===== config.mk =====
export PLATFORM = sky130hd
export DESIGN_NAME = aluTop
export DESIGN_NICKNAME = d
export VERILOG_FILES = /design/src/hdl/aluPkg.sv /design/src/hdl/isaPkg.sv /design/src/hdl/aluTop.sv /design/src/hdl/execUnit.sv /design/src/hdl/seqDivider.sv /design/src/hdl/seqMultiplier.sv
export VERILOG_INCLUDE_DIRS = /design/src /design/src/hdl
export SDC_FILE = /design/constraint.sdc
export NUM_CORES = 2
export LEC_CHECK = 0
export BUFFER_PORTS_ARGS = -buffer_cell sky130_fd_sc_hd__clkbuf_2
export CAP_MARGIN = 20
export CORE_ASPECT_RATIO = 2
export CORE_UTILIZATION = 60
export CTS_CLUSTER_DIAMETER = 150
export DETAILED_ROUTE_END_ITERATION = 10
export PLACE_DENSITY = 0.77
export SETUP_SLACK_MARGIN = 0.4
export SLEW_MARGIN = 20
export SYNTH_ARGS = -nofsm -noshare
export SYNTH_HDL_FRONTEND = slang
export SYNTH_SLANG_ARGS = --single-unit

===== constraint.sdc =====
create_clock -name clk -period 15.1 [get_ports clk]
set_input_delay 0.755 -clock clk [delete_from_list [all_inputs] [get_ports clk]]
set_output_delay 0.755 -clock clk [all_outputs]
set_load 0.01 [all_outputs]

===== src/hdl/alu_config.svh =====
// ALU configuration
// Data path width, immediate field width and the result pattern
// returned for an undefined operation

`ifndef ALU_CONFIG_SVH
`define ALU_CONFIG_SVH

// Data word width
`define XLEN 64

// Immediate field of the instruction word
`define IMM_WIDTH 16

// Returned for undefined opcode or function code
`define UNDEF_RESULT {(`XLEN/16){16'hDEAD}}

`endif


===== src/hdl/aluPkg.sv =====
// Execution unit definitions
// Arithmetic sign mode and operation class shared by the decoder
// and the multiply and divide sequencers

package aluPkg;

    // Sign interpretation of a and b
    // SIGNED_UNSIGNED treats a as signed and b as unsigned
    typedef enum logic [1:0] {
        UNSIGNED        = 2'd0,
        SIGNED          = 2'd1,
        SIGNED_UNSIGNED = 2'd2
    } signModeT;

    // Which datapath produces the result
    typedef enum logic [2:0] {
        SIMPLE   = 3'd0,
        MULTIPLY = 3'd1,
        DIVIDE   = 3'd2,
        MODULO   = 3'd3,
        INVALID  = 3'd4
    } opClassT;

endpackage


===== src/hdl/isaPkg.sv =====
// Instruction set definitions
// Opcode and function code encodings and the two instruction formats

`include "alu_config.svh"

package isaPkg;

    // ======================================================================
    // Major opcode, bits 31..26
    // ======================================================================
    typedef enum logic [5:0] {
        RR     = 6'h02,
        ADDI   = 6'h04,
        CMPI   = 6'h06,
        CMPUI  = 6'h07,
        ANDI   = 6'h08,
        ORI    = 6'h09,
        XORI   = 6'h0A,
        MULUI  = 6'h38,
        MULSUI = 6'h39,
        MULI   = 6'h3A,
        DIVUI  = 6'h3C,
        DIVSUI = 6'h3D,
        DIVI   = 6'h3E,
        MODUI  = 6'h2C,
        MODSUI = 6'h2D,
        MODI   = 6'h2E
    } opcodeT;

    // ======================================================================
    // Function code of register-register words, bits 5..0
    // ======================================================================
    typedef enum logic [5:0] {
        ADD    = 6'h04,
        SUB    = 6'h05,
        CMP    = 6'h06,
        CMPU   = 6'h07,
        AND    = 6'h08,
        OR     = 6'h09,
        XOR    = 6'h0A,
        NAND   = 6'h0C,
        NOR    = 6'h0D,
        XNOR   = 6'h0E,
        SHL    = 6'h10,
        SHR    = 6'h11,
        ASR    = 6'h13,
        CMOVEQ = 6'h28,
        CMOVNE = 6'h29,
        MUX    = 6'h2A,
        MULU   = 6'h38,
        MULSU  = 6'h39,
        MUL    = 6'h3A,
        DIVU   = 6'h3C,
        DIVSU  = 6'h3D,
        DIV    = 6'h3E,
        MODU   = 6'h2C,
        MODSU  = 6'h2D,
        MOD    = 6'h2E
    } functT;

    // Register-register format
    typedef struct packed {
        opcodeT      opcode;
        logic [4:0]  ra;
        logic [4:0]  rb;
        logic [4:0]  rc;
        logic [4:0]  spare;
        functT       funct;
    } rrFormatT;

    // Immediate format, imm replaces operand b
    typedef struct packed {
        opcodeT                 opcode;
        logic [4:0]             ra;
        logic [4:0]             rb;
        logic [`IMM_WIDTH-1:0]  imm;
    } immFormatT;

    typedef union packed {
        rrFormatT   rr;
        immFormatT  im;
    } instrT;

endpackage


===== src/hdl/aluTop.sv =====
// ALU top level
// Four-phase req/ack front end that holds the request operands and
// the response around the execution unit

`timescale 1ns/1ps
`include "alu_config.svh"

module aluTop import isaPkg::*;
(
    input  logic              clk,
    input  logic              rstN,
    input  logic              req,
    input  instrT             instr,
    input  logic [`XLEN-1:0]  a,
    input  logic [`XLEN-1:0]  b,
    input  logic [`XLEN-1:0]  c,
    output logic              ack,
    output logic [`XLEN-1:0]  result,
    output logic              divByZero
);

    logic             busy;
    logic             startQ;
    logic             launch;
    instrT            instrQ;
    logic [`XLEN-1:0] aQ;
    logic [`XLEN-1:0] bQ;
    logic [`XLEN-1:0] cQ;
    logic             exDone;
    logic [`XLEN-1:0] exResult;
    logic             exDbz;

    // Accept only when idle and the previous ack has dropped
    assign launch = req && !busy && !ack;

    always_ff @(posedge clk)
    begin
        if (!rstN)
        begin
            busy      <= 1'b0;
            startQ    <= 1'b0;
            ack       <= 1'b0;
            result    <= '0;
            divByZero <= 1'b0;
        end
        else
        begin
            startQ <= launch;
            if (launch)
                busy <= 1'b1;
            else if (busy && exDone)
            begin
                busy      <= 1'b0;
                ack       <= 1'b1;
                result    <= exResult;
                divByZero <= exDbz;
            end
            else if (ack && !req)
                ack <= 1'b0;
        end
    end

    // Operand holding registers
    always_ff @(posedge clk)
    begin
        if (launch)
        begin
            instrQ <= instr;
            aQ     <= a;
            bQ     <= b;
            cQ     <= c;
        end
    end

    execUnit uExec (
        .clk(clk), .rstN(rstN), .start(startQ), .instr(instrQ),
        .a(aQ), .b(bQ), .c(cQ),
        .done(exDone), .result(exResult), .divByZero(exDbz)
    );

    assert property (@(posedge clk) disable iff (!rstN) $rose(ack) |-> $past(req))
        else $error("aluTop: ack raised without req");

    assert property (@(posedge clk) disable iff (!rstN)
                     busy && $past(busy) |-> $stable({instrQ, aQ, bQ, cQ}))
        else $error("aluTop: held operands changed while busy");

endmodule


===== src/hdl/execUnit.sv =====
// Integer execution unit
// Decodes the instruction, computes single-cycle operations directly
// and runs multiply, divide and modulo on the sequencers

`timescale 1ns/1ps
`include "alu_config.svh"

module execUnit import isaPkg::*, aluPkg::*;
(
    input  logic              clk,
    input  logic              rstN,
    input  logic              start,
    input  instrT             instr,
    input  logic [`XLEN-1:0]  a,
    input  logic [`XLEN-1:0]  b,
    input  logic [`XLEN-1:0]  c,
    output logic              done,
    output logic [`XLEN-1:0]  result,
    output logic              divByZero
);

    localparam int ShW = $clog2(`XLEN);

    functT            fn;
    logic             legalOp;
    logic             useImm;
    opClassT          opClass;
    signModeT         signMode;
    logic [`XLEN-1:0] immExt;
    logic [`XLEN-1:0] opB;
    logic [`XLEN-1:0] simpleResult;
    logic [`XLEN-1:0] product;
    logic [`XLEN-1:0] quotient;
    logic [`XLEN-1:0] remainder;
    logic             mulStart;
    logic             divStart;
    logic             mulDone;
    logic             divDone;
    logic             divDbz;

    // ======================================================================
    // Decode
    // ======================================================================
    // Immediate opcodes map onto the matching register function
    always_comb
    begin
        fn      = instr.rr.funct;
        legalOp = 1'b1;
        useImm  = 1'b1;
        case (instr.rr.opcode)
            RR:      useImm = 1'b0;
            ADDI:    fn = ADD;
            CMPI:    fn = CMP;
            CMPUI:   fn = CMPU;
            ANDI:    fn = AND;
            ORI:     fn = OR;
            XORI:    fn = XOR;
            MULUI:   fn = MULU;
            MULSUI:  fn = MULSU;
            MULI:    fn = MUL;
            DIVUI:   fn = DIVU;
            DIVSUI:  fn = DIVSU;
            DIVI:    fn = DIV;
            MODUI:   fn = MODU;
            MODSUI:  fn = MODSU;
            MODI:    fn = MOD;
            default: legalOp = 1'b0;
        endcase
    end

    always_comb
    begin
        signMode = UNSIGNED;
        case (fn)
            ADD, SUB, CMP, CMPU, AND, OR, XOR, NAND, NOR, XNOR,
            SHL, SHR, ASR, CMOVEQ, CMOVNE, MUX:
                opClass = SIMPLE;
            MULU, MULSU, MUL:
                opClass = MULTIPLY;
            DIVU, DIVSU, DIV:
                opClass = DIVIDE;
            MODU, MODSU, MOD:
                opClass = MODULO;
            default:
                opClass = INVALID;
        endcase
        if (!legalOp)
            opClass = INVALID;
        if (fn == MUL || fn == DIV || fn == MOD)
            signMode = SIGNED;
        else if (fn == MULSU || fn == DIVSU || fn == MODSU)
            signMode = SIGNED_UNSIGNED;
    end

    assign immExt = {{(`XLEN-`IMM_WIDTH){instr.im.imm[`IMM_WIDTH-1]}}, instr.im.imm};
    assign opB    = useImm ? immExt : b;

    // ======================================================================
    // Single-cycle operations
    // ======================================================================
    always_comb
    begin
        case (fn)
            ADD:     simpleResult = a + opB;
            SUB:     simpleResult = a - opB;
            CMP:     simpleResult = ($signed(a) < $signed(opB)) ? '1 :
                                    (a == opB) ? '0 : {{(`XLEN-1){1'b0}}, 1'b1};
            CMPU:    simpleResult = (a < opB) ? '1 :
                                    (a == opB) ? '0 : {{(`XLEN-1){1'b0}}, 1'b1};
            AND:     simpleResult = a & opB;
            OR:      simpleResult = a | opB;
            XOR:     simpleResult = a ^ opB;
            NAND:    simpleResult = ~(a & opB);
            NOR:     simpleResult = ~(a | opB);
            XNOR:    simpleResult = ~(a ^ opB);
            SHL:     simpleResult = a << opB[ShW-1:0];
            SHR:     simpleResult = a >> opB[ShW-1:0];
            ASR:     simpleResult = $signed(a) >>> opB[ShW-1:0];
            CMOVEQ:  simpleResult = (a == '0) ? opB : c;
            CMOVNE:  simpleResult = (a != '0) ? opB : c;
            // Bit from b where a is set, else from c
            MUX:     simpleResult = (a & opB) | (~a & c);
            default: simpleResult = `UNDEF_RESULT;
        endcase
    end

    // ======================================================================
    // Sequencers and completion
    // ======================================================================
    assign mulStart = start && (opClass == MULTIPLY);
    assign divStart = start && (opClass == DIVIDE || opClass == MODULO);

    seqMultiplier uMul (
        .clk(clk), .rstN(rstN), .start(mulStart), .signMode(signMode),
        .a(a), .b(opB), .done(mulDone), .product(product)
    );

    seqDivider uDiv (
        .clk(clk), .rstN(rstN), .start(divStart), .signMode(signMode),
        .a(a), .b(opB), .done(divDone), .quotient(quotient),
        .remainder(remainder), .divByZero(divDbz)
    );

    always_comb
    begin
        divByZero = 1'b0;
        case (opClass)
            SIMPLE:   begin done = start;   result = simpleResult; end
            MULTIPLY: begin done = mulDone; result = product; end
            DIVIDE:   begin done = divDone; result = quotient;  divByZero = divDbz; end
            MODULO:   begin done = divDone; result = remainder; divByZero = divDbz; end
            default:  begin done = start;   result = `UNDEF_RESULT; end
        endcase
    end

endmodule


===== src/hdl/seqDivider.sv =====
// Sequential divider
// Restoring division on operand magnitudes, one quotient bit per cycle.
// Quotient truncates toward zero, remainder follows the dividend sign

`timescale 1ns/1ps
`include "alu_config.svh"

module seqDivider import aluPkg::*;
(
    input  logic              clk,
    input  logic              rstN,
    input  logic              start,
    input  signModeT          signMode,
    input  logic [`XLEN-1:0]  a,
    input  logic [`XLEN-1:0]  b,
    output logic              done,
    output logic [`XLEN-1:0]  quotient,
    output logic [`XLEN-1:0]  remainder,
    output logic              divByZero
);

    localparam int CntW = $clog2(`XLEN);

    logic             busy;
    logic [CntW-1:0]  cnt;
    logic [`XLEN-1:0] rem;
    logic [`XLEN-1:0] quo;
    logic [`XLEN-1:0] dvsr;
    logic [`XLEN:0]   trial;
    logic             qNeg;
    logic             rNeg;
    logic             zeroDiv;
    logic             aNeg;
    logic             bNeg;

    always_comb
    begin
        aNeg = (signMode != UNSIGNED) && a[`XLEN-1];
        bNeg = (signMode == SIGNED) && b[`XLEN-1];
    end

    // ======================================================================
    // Control
    // ======================================================================
    always_ff @(posedge clk)
    begin
        if (!rstN)
        begin
            busy <= 1'b0;
            done <= 1'b0;
            cnt  <= '0;
        end
        else
        begin
            done <= 1'b0;
            if (start)
            begin
                busy <= 1'b1;
                cnt  <= '0;
            end
            else if (busy)
            begin
                cnt <= cnt + 1'b1;
                if (cnt == CntW'(`XLEN - 1))
                begin
                    busy <= 1'b0;
                    done <= 1'b1;
                end
            end
        end
    end

    // ======================================================================
    // Datapath
    // ======================================================================
    // Partial remainder with the next dividend bit shifted in, less divisor
    assign trial = {rem, quo[`XLEN-1]} - {1'b0, dvsr};

    always_ff @(posedge clk)
    begin
        if (start)
        begin
            rem     <= '0;
            quo     <= aNeg ? -a : a;
            dvsr    <= bNeg ? -b : b;
            qNeg    <= aNeg ^ bNeg;
            rNeg    <= aNeg;
            zeroDiv <= (b == '0);
        end
        else if (busy)
        begin
            if (!trial[`XLEN])
            begin
                rem <= trial[`XLEN-1:0];
                quo <= {quo[`XLEN-2:0], 1'b1};
            end
            else
            begin
                rem <= {rem[`XLEN-2:0], quo[`XLEN-1]};
                quo <= {quo[`XLEN-2:0], 1'b0};
            end
        end
    end

    // A zero divisor leaves |a| in rem, so only the quotient is forced
    assign quotient  = zeroDiv ? '1 : (qNeg ? -quo : quo);
    assign remainder = rNeg ? -rem : rem;
    assign divByZero = zeroDiv;

    assert property (@(posedge clk) disable iff (!rstN) start |-> !busy)
        else $error("seqDivider: start while busy");

    assert property (@(posedge clk) disable iff (!rstN) done |=> !done)
        else $error("seqDivider: done held longer than one cycle");

endmodule


===== src/hdl/seqMultiplier.sv =====
// Sequential multiplier
// Radix-2 shift-and-add on operand magnitudes, one bit per cycle,
// giving the low word of the product

`timescale 1ns/1ps
`include "alu_config.svh"

module seqMultiplier import aluPkg::*;
(
    input  logic              clk,
    input  logic              rstN,
    input  logic              start,
    input  signModeT          signMode,
    input  logic [`XLEN-1:0]  a,
    input  logic [`XLEN-1:0]  b,
    output logic              done,
    output logic [`XLEN-1:0]  product
);

    localparam int CntW = $clog2(`XLEN);

    logic             busy;
    logic [CntW-1:0]  cnt;
    logic [`XLEN-1:0] acc;
    logic [`XLEN-1:0] mcand;
    logic [`XLEN-1:0] mplier;
    logic             negProd;
    logic             aNeg;
    logic             bNeg;

    always_comb
    begin
        aNeg = (signMode != UNSIGNED) && a[`XLEN-1];
        bNeg = (signMode == SIGNED) && b[`XLEN-1];
    end

    // Iteration counter, done pulses after the last add step
    always_ff @(posedge clk)
    begin
        if (!rstN)
        begin
            busy <= 1'b0;
            done <= 1'b0;
            cnt  <= '0;
        end
        else
        begin
            done <= 1'b0;
            if (start)
            begin
                busy <= 1'b1;
                cnt  <= '0;
            end
            else if (busy)
            begin
                cnt <= cnt + 1'b1;
                if (cnt == CntW'(`XLEN - 1))
                begin
                    busy <= 1'b0;
                    done <= 1'b1;
                end
            end
        end
    end

    always_ff @(posedge clk)
    begin
        if (start)
        begin
            acc     <= '0;
            mcand   <= aNeg ? -a : a;
            mplier  <= bNeg ? -b : b;
            negProd <= aNeg ^ bNeg;
        end
        else if (busy)
        begin
            if (mplier[0])
                acc <= acc + mcand;
            mcand  <= mcand << 1;
            mplier <= mplier >> 1;
        end
    end

    // Sign applied on the way out
    assign product = negProd ? -acc : acc;

    assert property (@(posedge clk) disable iff (!rstN) start |-> !busy)
        else $error("seqMultiplier: start while busy");

endmodule


==> parameters.txt, run 1 <==
Parameter                              Value

Clock tree
  H-Tree Level Count    2
  Cts bufs inserted    60
  Deepest clock path buffer count    3
  Setup fix buffers added after clock tree synthesis    0
  Number of buffers inserted by hold repair at cts    0
  Master cell of the clock root buffer    clkbuf_16
  Clock sink total    686
  PostCTS Resize Cnt    0

Yosys
  Distinct cell type count of the synthesized netlist    123
  Warnings from Yosys    0
  Syn Inst Count    8396
  Async SR Flop Fraction    0%
  Sequential cell area fraction in the yosys report    28.7%
  Flop and latch count out of synthesis    686
  Cell area after synthesis    64500 um^2
  Synth Flop Type    edfxtp_1
  Average cell area after synthesis    7.68 um^2
  Net count after synthesis    8911
  EDFF count, synth    474

Global routing
  Total GRT Usage    76.5%
  Overflow after GRT    697
  Global-route wire length before repair    620000 um
  Vias in the first global route    80.3k
  Maximum number of pins on one net before global-route repair    81

Placement
  Placed cell area    66900 um^2
  Worst setup slack after placement    7.15 ns
  Detailed placer's ending HPWL    274000 um
  Number of placed instances with taps included    9659
  Last weighted congestion value of the routability-driven placer    1.29
  IO Port Bufs    282

Status
  Stage where the flow stopped    5_1_grt
  Halt Reason    [ERROR GRT-0116] Global routing finished with congestion. Check the congestion regions in the DRC Viewer.
  Status    did not finish

Floorplanning
  Die boundary height    466 um
  Starting density of the core    60.6%
  IO Count    293
  Cell row count    169
  Die W    234 um
layer usage:
layer  GRT usage, %  GRT overflow
met3           58.2             7
met2           93.4           406
met4           78.2           280
met1           77.3             0
met5           23.4             4
through the flow:
| step | hold WS (ns) | util [%] |
|---|---|---|
| after floorplan | 0.458 | - |
| after global placement | 0.466 | 62.9 |
| after detailed placement | 0.479 | 62.9 |
| after CTS | 0.192 | 64.9 |
synth_stat cells (all sizes together) (66+ instances only):
master,number,share of area (%)
nor2,651,3.8
nand3,182,1.4
nand2,1108,6.5
a21o,134,1.6
buf,170,1.5
nor4,69,0.76
inv,307,1.8
a21oi,887,6.9
a221oi,88,1.2
nor3,160,1.3
mux2i,200,3.1
o221ai,76,1.0
or3,68,0.67
o21ai,868,6.8
nand4,66,0.64
a211oi,121,1.4
dfxtp,212,6.6
xor2,155,2.1
a31oi,125,1.2
edfxtp,474,22
o22ai,81,0.79
o31ai,117,1.4
xnor2,344,4.7
o211ai,84,0.98
clkbuf,449,2.6
and3,66,0.64
ha,285,5.5
logic make-up after synthesis:
logic type | synth area share (%)
AO/OA/AOI/OAI | 30.5
AND/OR/NAND/NOR | 18.6
buffers and inverters | 5.94
flip-flops | 28.7
XOR/XNOR | 6.78
adder cells (fa/ha/maj) | 5.62
multiplexers | 3.90
==> inputs of run 2 (changes only) <==
--- a/config.mk
+++ b/config.mk
@@ -8,12 +8,9 @@
 export LEC_CHECK = 0
 export BUFFER_PORTS_ARGS = -buffer_cell sky130_fd_sc_hd__clkbuf_2
 export CAP_MARGIN = 20
-export CORE_ASPECT_RATIO = 2
-export CORE_UTILIZATION = 60
-export CTS_CLUSTER_DIAMETER = 150
+export CORE_UTILIZATION = 40
 export DETAILED_ROUTE_END_ITERATION = 10
-export PLACE_DENSITY = 0.77
-export SETUP_SLACK_MARGIN = 0.4
+export PLACE_DENSITY_LB_ADDON = 0.15
 export SLEW_MARGIN = 20
 export SYNTH_ARGS = -nofsm -noshare
 export SYNTH_HDL_FRONTEND = slang
==> run 2 against run 1 <==
  * The flow now finishes, with violations (max-capacitance violations, max-slew violations)
  * Synthesized cell count is the same
  * Synthesized area is the same
==> parameters.txt, run 2 <==
Parameter                              Value

Yosys
  Area leader, netlist    edfxtp_1
  Warnings from Yosys    0 (unchanged)
  Async SR Flop Fraction    0% (unchanged)
  Cell area after synthesis    64500 um^2 (unchanged)
  Dominant combinational cell family by area after synthesis    compound AO/OA/AOI/OAI gates
  Distinct cell type count of the synthesized netlist    123 (unchanged)
  Flop and latch count out of synthesis    686 (unchanged)
  List of most frequent post-synthesis cells    nand2_1, a21oi_1, o21ai_0
  EDFF count, synth    474 (unchanged)
  Compound-cell area share of the yosys netlist    30.5% (unchanged)
  Share of synthesized cell area in and, or, nand and nor gates    18.6% (unchanged)
  Adder-cell share of the synthesized area    5.62% (unchanged)
  Syn Inst Count    8396 (unchanged)
  Area fraction of the dominant cell type after synthesis    22.1% (unchanged)
  Sequential cell area fraction in the yosys report    28.7% (unchanged)
  Synth Flop Type    edfxtp_1
  Leading post-synthesis cells by cell area    edfxtp_1, a21oi_1, dfxtp_1
  Average cell area after synthesis    7.68 um^2 (unchanged)
  Net count after synthesis    8911 (unchanged)
  Multiplexer area fraction after synthesis    3.90% (unchanged)
  Leading cell type by number of instances after synthesis    nand2_1
  Post-Synth XOR/XNOR Area    6.78% (unchanged)

Worst hold path
  Launch instance of the worst min-delay path    b[7]
  Hold Path Depth    1
  Worst min path class    input pin to flop
  Worst Hold Endpoint    bQ[7]$_DFFE_PP_

Clock tree
  H-Tree Level Count    3 (+1)
  Cts bufs inserted    79 (+32%)
  Number of buffers inserted by hold repair at cts    0 (unchanged)
  PostCTS Resize Cnt    0 (unchanged)
  Deepest clock path buffer count    3 (unchanged)
  Clock tree from TritonCTS    built
  Clock sink total    686 (unchanged)
  Clock network latency to the later pin of the worst-skew pair    0.82 ns
  Clock-pin slew on the worst setup and hold paths    0.06 ns
  Master cell of the clock root buffer    clkbuf_16
  Setup fix buffers added after clock tree synthesis    0 (unchanged)

STA
  Final TNS setup    0 ns
  Worst slew slack as a fraction of its limit    -2.84%
  Pin slew with the least headroom to its limit    1.53 ns
  Setup violation total in the final timing report    0
  RSZ-0062 raised after global routing    no
  Worst setup skew after layout    0.110 ns
  Final critical-path required period    8.64 ns
  Number of slew-limit violations in the final report    2
  Maximum frequency from static timing analysis    0.116 GHz
  Hold violation count in the final report    0
  Share of the cycle needed by the critical path after routing    57.2%

Power and ir drop
  Internal portion of total power    4.35 mW
  Power share of the clock group    24.0%
  Psw    3.71 mW
  Net switching share of the total power    46.0%
  Worst vdd ir    111 uV
  Sequential cell fraction of total power    31.4%
  Power density over cell area    114 nW/um^2
  Leakage power summed over all cells    27.8 nW
  Logic gate share of total power    44.6%

Detailed routing
  Number of vias per cell    6.82
  Detail Route Antenna Nets    0
  Detailed-routing iteration count for the pre-antenna-repair pass    9
  Average wire length per cell after detail routing    37.2 um
  Starting DRC count in detailed routing    10.8k
  Total via count in the routed design    72.5k
  DR DRC count    0
  Routed WL    395000 um

Setup path
  Critical path startpoint category    flop
  FF-to-FF setup slack    6.46 ns
  Number of cells on the worst reg-to-reg path    22
  Library cell contributing the largest single delay on the critical path    a2111oi_0
  Crit-path cells    nor4b_4 -> buf_4 -> a21oi_4 -> buf_4 -> a21oi_1 -> buf_4 -> ha_1 -> nand2b_1 -> a21oi_1 -> o21ai_0 -> nand2_1 -> a2111oi_0 -> o221ai_1 -> a21o_1 -> o21ai_0 -> o31a_1 -> buf_4 -> and2_1 -> buf_4 -> nand2_1 -> a211oi_1 -> a211oi_1
  Startpoint-to-endpoint class of the critical path    flop to flop
  Reg-to-reg critical path startpoint    instrQ[28]$_DFFE_PP_
  Data required time of the critical path    15.68 ns
  Cell seen most often among critical-path stages    buf_4
  Critical Path Fanout Max    41
  Number of buffer and inverter stages on the critical path    5
  Critical path arrival    9.22 ns
  Max stage delay on crit path    0.85 ns
  Terminus of the critical flop-to-flop path    result[46]$_SDFFE_PN0P_
  Top Family by Delay on Critical Path    compound AO/OA/AOI/OAI gates
  Worst Setup End Kind    flop

Job
  Max-cap viol count    1

Floorplanning
  Cell row count    146 (-14%)
  Die W    403 um (+73%)
  Starting density of the core    40.5% (-20 points)
  Die Area    163000 um^2
  Core outline area    159000 um^2
  Die boundary height    403 um (-13%)
  IO Count    293 (unchanged)

Placement
  IO Port Bufs    282 (unchanged)
  Placed cell area    68300 um^2 (+2.0%)
  Detailed placer's ending HPWL    311000 um (+14%)
  Number of placed instances with taps included    10.5k (+8.4%)
  Last weighted congestion value of the routability-driven placer    1.09 (-15%)

Status
  Violated checks    max-capacitance violations, max-slew violations
  Status    complete, but fails checks

Cells and area
  Nets    8919
  Most common cell after layout, fill and taps aside    nand2_1
  Leading cell types in the layout, fill and taps excluded    nand2_1, a21oi_1, o21ai_0
  Finished Layout Cells    10.6k
  Post-route design area    70900 um^2
  Layout cells sized above 1    10.7%
  Layout overhead on the synthesized area    9.99%

Global routing
  Number of antenna violations at the first check in global routing    29
  Global-route wire length before repair    533000 um
  Overflow after GRT    0
  Vias in the first global route    65.9k
  Maximum number of pins on one net before global-route repair    124
  Total GRT Usage    46.7%
==> run 2: metrics by stage <==
stage | power (mW) | util [%] | setup WS (ns) | hold WS [ns]
floorplan | 4.61 | - | 3.99 | 0.458
global placement | 5.94 | 42.9 | 6.96 | 0.459
detailed placement | 5.97 | 42.9 | 6.86 | 0.461
CTS | 7.90 | 44.5 | 6.86 | 0.0896
global route | 8.30 | 44.5 | 6.44 | 0.112
finish | 8.06 | 44.6 | 6.46 | 0.115
==> run 2: power groups by stage <==
stage          clock network [mW]  registers, mW  logic (mW)
6_report                     1.93           2.53        3.59
5_1_grt                      2.02           2.54        3.75
4_1_cts                      1.96           2.52        3.43
3_5_place_dp                    0           2.55        3.41
3_3_place_gp                    0           2.55        3.39
2_1_floorplan                   0           2.40        2.21
==> run 2: layout make-up <==
| type | count | area, um^2 |
|---|---|---|
| diodes | 21 | 52.6 |
| clock inverters | 42 | 402 |
| flip-flops and latches | 686 | 18500 |
| clock buffers | 103 | 2120 |
| multi-input cells | 6775 | 42600 |
| inverters | 316 | 1190 |
| fillers | 16400 | 88200 |
| well taps | 2146 | 2690 |
| repair buffers | 546 | 3400 |
==> run 2: kinds of logic (layout without fill, tap and decap cells) <==
family,count (synthesis),in the layout
AO/OA/AOI/OAI,3113,3113
AND/OR/NAND/NOR,2632,2632
buffers and inverters,935,1007
flip-flops,686,686
XOR/XNOR,499,499
adder cells (fa/ha/maj),288,288
multiplexers,243,243
other,0,21
==> run 2: worst max-delay path by stage <==
stage / startpoint / end / slack, ns / cells past startpoint
2_1_floorplan: req / aQ[0]$_DFFE_PP_ / 3.99 / 2
4_1_cts: instrQ[28]$_DFFE_PP_ / result[46]$_SDFFE_PN0P_ / 6.86 / 22
3_3_place_gp: instrQ[28]$_DFFE_PP_ / result[11]$_SDFFE_PN0P_ / 6.96 / 22
3_5_place_dp: instrQ[28]$_DFFE_PP_ / result[46]$_SDFFE_PN0P_ / 6.86 / 22
5_1_grt: instrQ[28]$_DFFE_PP_ / result[46]$_SDFFE_PN0P_ / 6.44 / 22
6_report: instrQ[28]$_DFFE_PP_ / result[46]$_SDFFE_PN0P_ / 6.46 / 22
==> run 2: layer usage <==
metal	vias up	wire, um	GRT usage (%)
met2	5173	162000	68.0
met1	34900	149000	57.1
met5	-	164	0.0297
met4	24	40600	39.3
li1	31200	-	-
met3	1304	43600	13.1
(Power assumes the default switching activity.)
